[src/uart_pkg.sv]
package uart_pkg;

   // ********************
   // Widths on the line and on the bus.
   // ********************

   // One character on the serial line.
   typedef logic [7:0] byte_t;

   // Host command, sent as two characters.
   typedef logic [15:0] cmd_t;

   // Wishbone data word.
   typedef logic [15:0] wb_data_t;

   // Register index on the bus.
   typedef logic [1:0] reg_addr_t;

   // ********************
   // Register map.
   // ********************

   localparam reg_addr_t addr_tx_cmd  = 2'd0;  // Command launch, last command on read.
   localparam reg_addr_t addr_status  = 2'd1;  // Busy and receive flags.
   localparam reg_addr_t addr_rx_data = 2'd2;  // Last received byte.

   // ********************
   // Serial frame.
   // ********************

   // Start, eight data bits, odd parity, stop.
   localparam int frame_bits = 11;

endpackage

[src/uart_rx.sv]
`timescale 1ns/10ps

module uart_rx #(
   parameter int clks_per_bit = 16
) (
   input  logic            clk,
   input  logic            rst_n,
   input  logic            rx,
   output uart_pkg::byte_t rx_byte,
   output logic            rx_strobe,
   output logic            parity_err,
   output logic            frame_err
);

   import uart_pkg::*;

   // Frame minus start, parity and stop.
   localparam int data_bits = frame_bits - 3;
   localparam int cnt_w     = $clog2(clks_per_bit);
   localparam int idx_w     = $clog2(data_bits);

   localparam logic [cnt_w-1:0] cnt_last  = cnt_w'(clks_per_bit - 1);
   localparam logic [cnt_w-1:0] half_last = cnt_w'(clks_per_bit / 2 - 1);
   localparam logic [idx_w-1:0] idx_last  = idx_w'(data_bits - 1);

   typedef enum logic [2:0] {
      st_idle,
      st_start,
      st_data,
      st_parity,
      st_stop
   } state_t;

   state_t            state;
   logic              rx_meta;
   logic              rx_sync;
   logic              rx_last;
   logic [cnt_w-1:0]  clk_cnt;
   logic [idx_w-1:0]  bit_idx;
   byte_t             data_q;
   logic              par_q;
   logic              tick;
   logic              fall;

   // ********************
   // Input synchronizer.
   // ********************

   always_ff @(posedge clk or negedge rst_n) begin
      if (!rst_n) begin
         rx_meta <= 1'b1;
         rx_sync <= 1'b1;
         rx_last <= 1'b1;
      end else begin
         rx_meta <= rx;
         rx_sync <= rx_meta;
         rx_last <= rx_sync;
      end
   end

   assign fall    = rx_last && !rx_sync;
   assign tick    = (clk_cnt == cnt_last);   // Middle of a bit after the start check.
   assign rx_byte = data_q;

   // Data and parity samples.
   always_ff @(posedge clk) begin
      if (tick && state == st_data) begin
         data_q <= {rx_sync, data_q[data_bits-1:1]};   // LSB arrives first.
      end
      if (tick && state == st_parity) begin
         par_q <= rx_sync;
      end
   end

   // ********************
   // Frame FSM.
   // ********************

   always_ff @(posedge clk or negedge rst_n) begin
      if (!rst_n) begin
         state      <= st_idle;
         clk_cnt    <= '0;
         bit_idx    <= '0;
         rx_strobe  <= 1'b0;
         parity_err <= 1'b0;
         frame_err  <= 1'b0;
      end else begin
         rx_strobe <= 1'b0;
         case (state)
            st_idle: begin
               clk_cnt <= '0;
               if (fall) begin
                  state <= st_start;
               end
            end

            st_start: begin
               if (clk_cnt == half_last) begin
                  clk_cnt <= '0;
                  bit_idx <= '0;
                  // High again at mid start means a glitch.
                  state   <= rx_sync ? st_idle : st_data;
               end else begin
                  clk_cnt <= clk_cnt + 1'b1;
               end
            end

            st_data: begin
               if (tick) begin
                  clk_cnt <= '0;
                  if (bit_idx == idx_last) begin
                     state <= st_parity;
                  end else begin
                     bit_idx <= bit_idx + 1'b1;
                  end
               end else begin
                  clk_cnt <= clk_cnt + 1'b1;
               end
            end

            st_parity: begin
               if (tick) begin
                  clk_cnt <= '0;
                  state   <= st_stop;
               end else begin
                  clk_cnt <= clk_cnt + 1'b1;
               end
            end

            st_stop: begin
               if (tick) begin
                  // Data plus parity must hold an odd count of ones.
                  parity_err <= ~^{data_q, par_q};
                  frame_err  <= ~rx_sync;
                  rx_strobe  <= 1'b1;
                  state      <= st_idle;
               end else begin
                  clk_cnt <= clk_cnt + 1'b1;
               end
            end

            default: begin
               state <= st_idle;
            end
         endcase
      end
   end

endmodule

[src/uart_top.sv]
`timescale 1ns/10ps

module uart_top #(
   parameter int clks_per_bit = 16
) (
   input  logic                clk,
   input  logic                rst_n,
   input  logic                wb_cyc,
   input  logic                wb_stb,
   input  logic                wb_we,
   input  uart_pkg::reg_addr_t wb_adr,
   input  uart_pkg::wb_data_t  wb_dat_w,
   output uart_pkg::wb_data_t  wb_dat_r,
   output logic                wb_ack,
   input  logic                rx,
   output logic                tx
);

   import uart_pkg::*;

   cmd_t   cmd;
   logic   cmd_valid;
   logic   cmd_ready;
   byte_t  rx_byte;
   logic   rx_strobe;
   logic   parity_err;
   logic   frame_err;

   // Host side.
   uart_wb_regs u_regs (
      .clk        (clk),
      .rst_n      (rst_n),
      .wb_cyc     (wb_cyc),
      .wb_stb     (wb_stb),
      .wb_we      (wb_we),
      .wb_adr     (wb_adr),
      .wb_dat_w   (wb_dat_w),
      .wb_dat_r   (wb_dat_r),
      .wb_ack     (wb_ack),
      .cmd        (cmd),
      .cmd_valid  (cmd_valid),
      .cmd_ready  (cmd_ready),
      .rx_byte    (rx_byte),
      .rx_strobe  (rx_strobe),
      .parity_err (parity_err),
      .frame_err  (frame_err)
   );

   uart_tx #(
      .clks_per_bit (clks_per_bit)
   ) u_tx (
      .clk       (clk),
      .rst_n     (rst_n),
      .cmd       (cmd),
      .cmd_valid (cmd_valid),
      .cmd_ready (cmd_ready),
      .tx        (tx)
   );

   uart_rx #(
      .clks_per_bit (clks_per_bit)
   ) u_rx (
      .clk        (clk),
      .rst_n      (rst_n),
      .rx         (rx),
      .rx_byte    (rx_byte),
      .rx_strobe  (rx_strobe),
      .parity_err (parity_err),
      .frame_err  (frame_err)
   );

endmodule

[src/uart_tx.sv]
`timescale 1ns/10ps

module uart_tx #(
   parameter int clks_per_bit = 16
) (
   input  logic           clk,
   input  logic           rst_n,
   input  uart_pkg::cmd_t cmd,
   input  logic           cmd_valid,
   output logic           cmd_ready,
   output logic           tx
);

   import uart_pkg::*;

   // Both frames of a command go out back to back.
   localparam int total_bits = 2 * frame_bits;
   localparam int cnt_w      = $clog2(clks_per_bit);
   localparam int bit_w      = $clog2(total_bits + 1);

   localparam logic [cnt_w-1:0] cnt_last = cnt_w'(clks_per_bit - 1);
   localparam logic [bit_w-1:0] bit_last = bit_w'(total_bits);

   typedef enum logic {
      st_idle,
      st_shift
   } state_t;

   state_t                  state;
   logic [cnt_w-1:0]        clk_cnt;
   logic [bit_w-1:0]        bit_cnt;
   logic [total_bits-1:0]   shift_q;
   logic                    tick;
   logic                    accept;

   // One frame, LSB of the vector goes out first.
   function automatic logic [frame_bits-1:0] make_frame(input byte_t data);
      return {1'b1, ~^data, data, 1'b0};
   endfunction

   assign cmd_ready = (state == st_idle);
   assign accept    = cmd_ready && cmd_valid;
   assign tick      = (clk_cnt == cnt_last);

   // ********************
   // Frame shift register.
   // ********************

   always_ff @(posedge clk) begin
      if (accept) begin
         // High byte sits in the low bits so it leaves first.
         shift_q <= {make_frame(cmd[7:0]), make_frame(cmd[15:8])};
      end else if (state == st_shift && tick && bit_cnt != bit_last) begin
         shift_q <= {1'b1, shift_q[total_bits-1:1]};
      end
   end

   // ********************
   // Bit timing and line driver.
   // ********************

   always_ff @(posedge clk or negedge rst_n) begin
      if (!rst_n) begin
         state   <= st_idle;
         clk_cnt <= '0;
         bit_cnt <= '0;
         tx      <= 1'b1;   // Line idles high.
      end else begin
         case (state)
            st_idle: begin
               if (accept) begin
                  // First tick on the next edge puts the start bit out.
                  clk_cnt <= cnt_last;
                  bit_cnt <= '0;
                  state   <= st_shift;
               end
            end

            st_shift: begin
               if (tick) begin
                  clk_cnt <= '0;
                  if (bit_cnt == bit_last) begin
                     // Last stop bit has had its full period.
                     tx    <= 1'b1;
                     state <= st_idle;
                  end else begin
                     tx      <= shift_q[0];
                     bit_cnt <= bit_cnt + 1'b1;
                  end
               end else begin
                  clk_cnt <= clk_cnt + 1'b1;
               end
            end

            default: begin
               state <= st_idle;
            end
         endcase
      end
   end

endmodule

[src/uart_wb_regs.sv]
`timescale 1ns/10ps

module uart_wb_regs (
   input  logic                clk,
   input  logic                rst_n,
   input  logic                wb_cyc,
   input  logic                wb_stb,
   input  logic                wb_we,
   input  uart_pkg::reg_addr_t wb_adr,
   input  uart_pkg::wb_data_t  wb_dat_w,
   output uart_pkg::wb_data_t  wb_dat_r,
   output logic                wb_ack,
   output uart_pkg::cmd_t      cmd,
   output logic                cmd_valid,
   input  logic                cmd_ready,
   input  uart_pkg::byte_t     rx_byte,
   input  logic                rx_strobe,
   input  logic                parity_err,
   input  logic                frame_err
);

   import uart_pkg::*;

   logic      pending;
   logic      wr_cmd;
   logic      rd_rx;
   logic      ack_next;
   logic      tx_busy;
   cmd_t      cmd_q;
   byte_t     rx_data_q;
   logic      rx_valid;
   logic      overrun;
   logic      parity_flag;
   logic      frame_flag;
   wb_data_t  status;
   wb_data_t  rd_mux;

   // ********************
   // Bus decode.
   // ********************

   // Masked by ack so one access gives one acknowledge.
   assign pending = wb_cyc && wb_stb && !wb_ack;
   assign wr_cmd  = pending && wb_we && (wb_adr == addr_tx_cmd);
   assign rd_rx   = pending && !wb_we && (wb_adr == addr_rx_data);

   // Command writes stall until the transmitter takes them.
   assign ack_next = pending && (!wr_cmd || cmd_ready);

   // Master holds the data steady until acknowledged.
   assign cmd       = wb_dat_w;
   assign cmd_valid = wr_cmd;

   assign tx_busy = ~cmd_ready;

   always_ff @(posedge clk or negedge rst_n) begin
      if (!rst_n) begin
         wb_ack <= 1'b0;
      end else begin
         wb_ack <= ack_next;
      end
   end

   // Last launched command, for read back.
   always_ff @(posedge clk) begin
      if (wr_cmd && cmd_ready) begin
         cmd_q <= wb_dat_w;
      end
   end

   // ********************
   // Receive byte and flags.
   // ********************

   always_ff @(posedge clk) begin
      if (rx_strobe) begin
         rx_data_q <= rx_byte;
      end
   end

   always_ff @(posedge clk or negedge rst_n) begin
      if (!rst_n) begin
         rx_valid    <= 1'b0;
         overrun     <= 1'b0;
         parity_flag <= 1'b0;
         frame_flag  <= 1'b0;
      end else if (rx_strobe) begin
         // New byte beats a read in the same cycle.
         rx_valid    <= 1'b1;
         overrun     <= (overrun || rx_valid) && !rd_rx;
         parity_flag <= (parity_flag && !rd_rx) || parity_err;
         frame_flag  <= (frame_flag && !rd_rx) || frame_err;
      end else if (rd_rx) begin
         rx_valid    <= 1'b0;
         overrun     <= 1'b0;
         parity_flag <= 1'b0;
         frame_flag  <= 1'b0;
      end
   end

   // ********************
   // Read data.
   // ********************

   assign status = {11'b0, overrun, frame_flag, parity_flag, rx_valid, tx_busy};

   always_comb begin
      case (wb_adr)
         addr_tx_cmd:  rd_mux = cmd_q;
         addr_status:  rd_mux = status;
         addr_rx_data: rd_mux = {8'b0, rx_data_q};
         default:      rd_mux = '0;
      endcase
   end

   // Captured with the acknowledge.
   always_ff @(posedge clk) begin
      if (ack_next) begin
         wb_dat_r <= rd_mux;
      end
   end

endmodule

[config.mk]
export PLATFORM = sky130hd
export DESIGN_NAME = uart_top
export DESIGN_NICKNAME = d
export VERILOG_FILES = /design/src/uart_pkg.sv /design/src/uart_rx.sv /design/src/uart_top.sv /design/src/uart_tx.sv /design/src/uart_wb_regs.sv
export SDC_FILE = /design/constraint.sdc
export NUM_CORES = 1
export LEC_CHECK = 0
export BUFFER_PORTS_ARGS = -buffer_cell sky130_fd_sc_hd__buf_4
export CORE_MARGIN = 4
export CORE_UTILIZATION = 40
export CTS_BUF_LIST = sky130_fd_sc_hd__clkbuf_16
export CTS_CLUSTER_SIZE = 25
export DETAILED_ROUTE_END_ITERATION = 6
export GPL_ROUTABILITY_DRIVEN = 0
export HOLD_SLACK_MARGIN = 0.1
export PLACE_DENSITY = 0.64
export SETUP_SLACK_MARGIN = 0.02
export SYNTH_ARGS = -nofsm -noshare
export SYNTH_HDL_FRONTEND = slang
export SYNTH_SLANG_ARGS = --single-unit
[constraint.sdc]
create_clock -name clk -period 2.5 [get_ports clk]
set_input_delay 0.25 -clock clk [delete_from_list [all_inputs] [get_ports clk]]
set_output_delay 0.25 -clock clk [all_outputs]
set_load 0.02 [all_outputs]
==> flow_summary.yaml, run 1 <==
layout:
  seq_area_mm2: 0.002878
  syn_to_final_growth_pct: 18.52
  fin_nets: 373
  final_layout_size_suffix_gt1_share_pct: 21.26
  final_cell_mix: "67 x edfxtp_1, 45 x buf_4, 28 x dfrtp_1"
  antenna_cells: 0
  fillers: 925
  multi_input_area_mm2: 0.001305
  final_common_cell: "edfxtp_1"
  utilization_pct: 48.81
synth:
  syn_nets: 327
  synth-compound-area-share_pct: 10.90
  synthCells: 297
  synth_ff_type: "edfxtp_1"
  syn_area_mm2: 0.004270
  ys_seq_area_share_pct: 67.39
  synthSimpleGateAreaFrac_pct: 9.493
  ys_top_cells_by_area: "edfxtp_1 47%, dfrtp_1 16%, a22o_1 5.1%, xnor2_1 4.3%, dfstp_2 2.5%"
  synth_seq_cells: 102
  netlist.area_leader.share_pct: 47.11
  yosys.cell_types.count: 49
  synth_area_per_cell_um2: 14.38
  synth.largest_area_cell: "edfxtp_1"
  synthAdderAreaFrac_pct: 1.758
  synth_top_family_by_area: "compound AO/OA/AOI/OAI gates"
  synth_xor_area_share_pct: 5.655
  muxShareOfSynthArea_pct: 2.608
  yosysWarnings: 0
  synth_edf_count: 67
  async_flop_share_pct: 31.37
timing:
  worst_slew_pin_slew_ns: 0.9313
  slew_headroom_pct: 37.72
  hold_viol_final: 0
  fin_crit_sh_pct: 74.67
  min_period_ns: 1.867
  fin_ws_ns: 0.6333
  setup_tns_ns: 0
  rsz0062_at_grt: "false"
  fin_skew_ns: 0.01075
  hold_ws_ns: 0.1217
  fmax_mhz: 535.7
  setup_viol: 0
  report.final.slew_viol_count: 0
drt:
  wl_met1_um: 3635
  drt_iter0_markers: 156
  dr_wl_met2_um: 3253
  wl_met3_um: 290
  wl_per_cell_um: 15.02
  ant_nets: 0
  num_vias: 2428
  wirelength_um: 7268
  highest-signal-layer: "met4"
  dr.pass1.iters: 4
  vias_per_cell: 5.017
  drc: 0
critical_path:
  crit_top_cell: "nor2_1"
  start_kind: "flip-flop"
  path_delay_family: "simple AND/OR/NAND/NOR gates"
  endpoint_kind: "flip-flop"
  slowest_stage: "dfrtp_1"
  path_buf_inv: 2
  r2r-start: "u_tx.clk_cnt[0]"
  cp_max_fo: 20
  required_ns: 2.51
  crit_path_cell_trace: "ha_1 -> nand4_2 -> nor2_1 -> nor2_1 -> inv_1 -> buf_4"
  crit_arrival_ns: 1.88
  max_stage_delay_ns: 0.41
  worstSetupPathType: "flip-flop to flip-flop"
  startpoint: "u_tx.clk_cnt[0]"
global_route:
  grt_pass1_vias: 2352
  grt_usage_pct: 12.41
  antenna_found_initial: 0
  grt_max_degree: 38
  grt_pass1_wl_um: 12420
  overflow: 0
pwr:
  ir_drop_mv: 0.4108
  swShare_pct: 27.15
  pwr-share-clk_pct: 32.4
  power_switching_mw: 1.241
  p_per_area_mw_per_mm2: 903.2
  seq_power_share_pct: 50.1
  intPower_mw: 3.330
  power_frac_comb_pct: 17.5
  p_leak_nw: 1.990
floorplanning:
  initial_core_util_pct: 41.18
  die_x_um: 111.3
  rows: 37
  die_area_mm2: 0.01239
  core_area_mm2: 0.01037
  die_h_um: 111.3
  ios: 42
place:
  dp_hpwl_um: 5114
  pre_cts_ws_ns: 0.5811
  port_buffers: 41
cts:
  cts.repair.resized: 0
  clkSlewWorstSetupHoldPaths_ns: 0.07
  cts-htree-levels: 3
  postCtsSetupRepairBufs: 0
  cts_buffers: 9
  clockBufferDepth: 2
  cts_tree: "yes"
  clock_latency_ns: 0.34
  cts_root_buffer: "clkbuf_16"
  clock_sinks: 102
worst_hold_path:
  min-delay-path-class: "primary input to flip-flop"
  hold_start: "wb_dat_w[1]"
status:
  status: "complete, no violations"
run:
  max_cap_violations: 0
cell families (layout without fill, tap and decap cells):
| group | Yosys count | after routing |
|---|---|---|
| AOI/OAI and AO/OA | 64 | 64 |
| xor gates and xnor gates | 26 | 26 |
| adders and majority gates | 6 | 6 |
| buffers and inverters | 19 | 70 |
| DFF | 102 | 102 |
| muxes | 11 | 11 |
| and+or+nand+nor | 69 | 69 |
flip-flops by register name, indices dropped and copies added (netlist names), 3 cells and up:
register / flops
u_rx.rx_byte: 8
u_rx.clk_cnt: 4
u_tx.clk_cnt: 4
u_tx.shift_q: 21
u_regs.rx_data_q: 8
u_regs.wb_dat_r: 16
u_tx.bit_cnt: 5
u_regs.cmd_q: 16
u_rx.bit_idx: 3
u_rx.state: 3
final timing paths:
kind / end / slack (ns) / cells past startpoint
worst max-delay path: u_tx.shift_q[14] / 0.63 / 6
worst min-delay path: u_regs.cmd_q[1] / 0.12 / 1
worst max register to register: u_tx.shift_q[14] / 0.63 / 6
worst min register to register: u_rx.rx_sync / 0.36 / 0
max in group asynchronous: u_tx.tx / 1.78 / 2
min in group asynchronous: u_rx.clk_cnt[1] / 0.39 / 2
cells in the mapped netlist (5+ instances only):
cell type / n
a21oi_1: 10
a22o_1: 25
and2_1: 9
buf_2: 6
dfrtp_1: 28
edfxtp_1: 67
ha_1: 6
inv_1: 7
mux2i_1: 10
nand2_1: 14
nor2_1: 17
nor3_1: 5
o21ai_0: 13
xnor2_1: 21
power groups by stage:
stage	Clock, mW	Sequential [mW]	Combinational [mW]
after CTS	1.51	2.29	0.809
after global routing	1.59	2.32	0.908
after floorplan	0	2.25	0.645
after global placement	0	2.31	0.776
after detailed placement	0	2.32	0.805
final	1.48	2.29	0.800
stage by stage:
step	area [um2]	total power, mW	cells
2_1_floorplan	4270	2.890	297
3_3_place_gp	4717	3.086	466
3_5_place_dp	4717	3.125	466
4_1_cts	5061	4.610	484
5_1_grt	5061	4.822	484
6_report	5061	4.571	484
area by class of cell:
class	count	area share, %
clock inverter	7	1.953
sequential	102	56.86
multi-input combinational	176	25.78
tap	136	3.362
clock buffer	9	4.450
inverter	7	0.5192
timing repair buffer	47	7.070
metal layers:
layer / GRT usage [%] / vias up
met5: 0 / -
met4: 3.893 / 0
met3: 3.166 / 9
met2: 17.85 / 42
met1: 18.49 / 1173
li1: - / 1204
repair_timing:
action | in CTS | in global routing
hold endpoints to repair | 29 | 0
endpoints found under the setup margin | 0 | 0
hold buffers | 2 | 0
No activity file was read; power rests on OpenSTA's default activity.
==> inputs of run 2 (changes only) <==
--- a/config.mk
+++ b/config.mk
@@ -5,6 +5,7 @@
 export SDC_FILE = /design/constraint.sdc
 export NUM_CORES = 1
 export LEC_CHECK = 0
+export ABC_AREA = 1
 export BUFFER_PORTS_ARGS = -buffer_cell sky130_fd_sc_hd__buf_4
 export CORE_MARGIN = 4
 export CORE_UTILIZATION = 40
==> constraint.sdc (replaced) <==
create_clock -name clk -period 1.9 [get_ports clk]
set_input_delay 0.19 -clock clk [delete_from_list [all_inputs] [get_ports clk]]
set_output_delay 0.19 -clock clk [all_outputs]
set_load 0.02 [all_outputs]
==> run 2 against run 1 <==
Net effect: power rose by 6.6%; die area rose by 4.6%; sequential cell count did not move; register-to-register slack got worse by 0.38 ns; sequential power rose by 9.2%; highest routed layer unchanged.
==> flow_summary.yaml, run 2 <==
status:
  status: "complete, no violations"
synth:
  synth_seq_cells: 102
  synth_ff_type: "edfxtp_1"
  netlist.area_leader.share_pct: 44.89
  synthCells: 395
  yosysWarnings: 0
  synth_edf_count: 67
  ys_top_cells_by_area: "edfxtp_1 45%, dfrtp_1 16%, nand2_1 8.0%, inv_1 3.5%, dfstp_2 2.3%"
  synth.largest_area_cell: "edfxtp_1"
  yosysMostFrequentCell: "nand2_1"
  syn_nets: 425
  yosys.cell_types.count: 40
  syn_area_mm2: 0.004482
  synth_area_per_cell_um2: 11.35
  async_flop_share_pct: 31.37
  yosys-top-cells-count: "95 x nand2_1, 67 x edfxtp_1, 42 x inv_1, 28 x dfrtp_1, 23 x nor2_1"
  ys_seq_area_share_pct: 64.21
timing:
  min_period_ns: 1.650
  worst_slew_pin_slew_ns: 0.6898
  hold_ws_ns: 0.1459
  report.final.slew_viol_count: 0
  fin_crit_sh_pct: 86.83
  hold_viol_final: 0
  slew_headroom_pct: 53.97
  setup_viol: 0
  fin_skew_ns: 0.004895
  fmax_mhz: 606.1
  rsz0062_at_grt: "false"
  setup_tns_ns: 0
floorplanning:
  core_area_mm2: 0.01089
  die_x_um: 113.9
  initial_core_util_pct: 41.16
  die_h_um: 113.9
  ios: 42
  rows: 38
  die_area_mm2: 0.01296
layout:
  antenna_cells: 0
  fillers: 927
  top_regs: "u_tx.shift_q: 21 flops, u_regs.cmd_q: 16 flops, u_regs.wb_dat_r: 16 flops"
  finalInstanceArea_mm2: 0.005433
  final_common_cell: "nand2_1"
  largest_register: "u_tx.shift_q"
  final_layout_size_suffix_gt1_share_pct: 20.21
  fin_nets: 495
  seq_area_mm2: 0.002878
  final_cells: 610
  multi_input_area_mm2: 0.001371
  syn_to_final_growth_pct: 21.22
  final_cell_mix: "95 x nand2_1, 67 x edfxtp_1, 45 x buf_4"
  largest_register_ffs: 21
cts:
  clkSlewWorstSetupHoldPaths_ns: 0.06
  clock_sinks: 102
  cts_tree: "yes"
  clock_latency_ns: 0.33
  postCtsSetupRepairBufs: 0
  cts_buffers: 9
  clockBufferDepth: 2
  cts-htree-levels: 3
  cts_root_buffer: "clkbuf_16"
place:
  place_inst: 576
  dp_hpwl_um: 5714
  port_buffers: 41
  dpl-instance-area_mm2: 0.004946
global_route:
  overflow: 0
  antenna_found_initial: 0
  grt_pass1_wl_um: 13390
  grt_usage_pct: 12.94
  grt_pass1_vias: 2835
  grt_max_degree: 33
pwr:
  power.total_mw: 4.872
  p_per_area_mw_per_mm2: 896.7
  p_leak_nw: 2.298
  ir_drop_mv: 0.3503
critical_path:
  cp_max_fo: 22
  start_kind: "flip-flop"
  regToRegSetupSlack_ns: 0.25
  crit_arrival_ns: 1.66
  endpoint_kind: "flip-flop"
  worstSetupPathType: "flip-flop to flip-flop"
  required_ns: 1.91
drt:
  dr.pass1.iters: 4
  wirelength_um: 7993
  wl_per_cell_um: 13.10
  vias_per_cell: 4.830
  drc: 0
  num_vias: 2946
  ant_nets: 0
  drt_iter0_markers: 202
run:
  max_cap_violations: 0
worst_hold_path:
  min-delay-path-class: "primary input to flip-flop"
## run 2: changes by cell type in the layout (fill, tap and decap cells not counted), sizes merged, moves of 4 or more
cell         previous run  this run
o21ai                  13        22
dlygate4sd3             2        18
a21o                    4         0
and2                    9         0
o211ai                  0         5
xnor2                  21         8
nor2                   17        28
nand3                   3        23
nand2                  14        99
xor2                    4        10
mux2i                  10         0
a22o                   25        15
inv                     9        48
## run 2: cells by family after synthesis
kind of cell               after synthesis  share of synthesized area (%)
adders and majority gates                6                          1.675
xor gates and xnor gates                18                          3.518
buffers and inverters                   51                          5.193
and+or+nand+nor                        159                          16.11
DFF                                    102                          64.21
AOI/OAI and AO/OA                       59                          9.297
## run 2: metal layers
metal  wire length, um  global-route usage [%]
met3               317                   2.812
met1              3686                   17.43
met2              3832                   20.49
met4               157                   5.146
met5                 0                       0
## run 2: cell type report
type	instances	share of cell area (%)
flip-flops and latches	102	52.97
multi-input cells	242	25.24
repair buffers	63	9.535
clock buffers	9	4.146
inverters	47	3.386
well taps	140	3.224
clock inverters	7	1.497
## run 2: final timing paths
path,from,endpoint,depth (start not counted)
setup / recovery,u_tx.clk_cnt[1],u_tx.shift_q[17],5
hold / removal,wb_we,u_regs.rx_valid,3
setup reg to reg,u_tx.clk_cnt[1],u_tx.shift_q[17],5
hold reg to reg,u_rx.rx_meta,u_rx.rx_sync,0
max in group asynchronous,rst_n,u_tx.tx,2
min in group asynchronous,rst_n,u_rx.state[1],2
## run 2: power breakdown
part           leakage, nW  switching, mW  total [mW]  internal, mW
Sequential            1.05         0.0546        2.50          2.44
Combinational         1.09          0.305       0.512         0.207
Clock                0.155          0.726        1.86          1.13
## run 2: critical path, stage by stage, from the launching register on
cell and delay (ns):
dfrtp_1 0.37, ha_1 0.21, nand3_1 0.17, nor2_4 0.15, nand2_4 0.14, nand2_4 0.28
## run 2: stage by stage
step	util (%)	setup slack [ns]
floorplan	-	0.1644
global placement	45.43	0.3219
detailed placement	45.43	0.2546
CTS	49.90	0.2460
global route	49.90	0.1132
finish	49.90	0.2502
## run 2: timing repair
item | CTS | global route
resized for setup | 0 | 0
hold buffers | 18 | 0
endpoints found under the setup margin | 0 | 0
hold endpoints to repair | 49 | 0
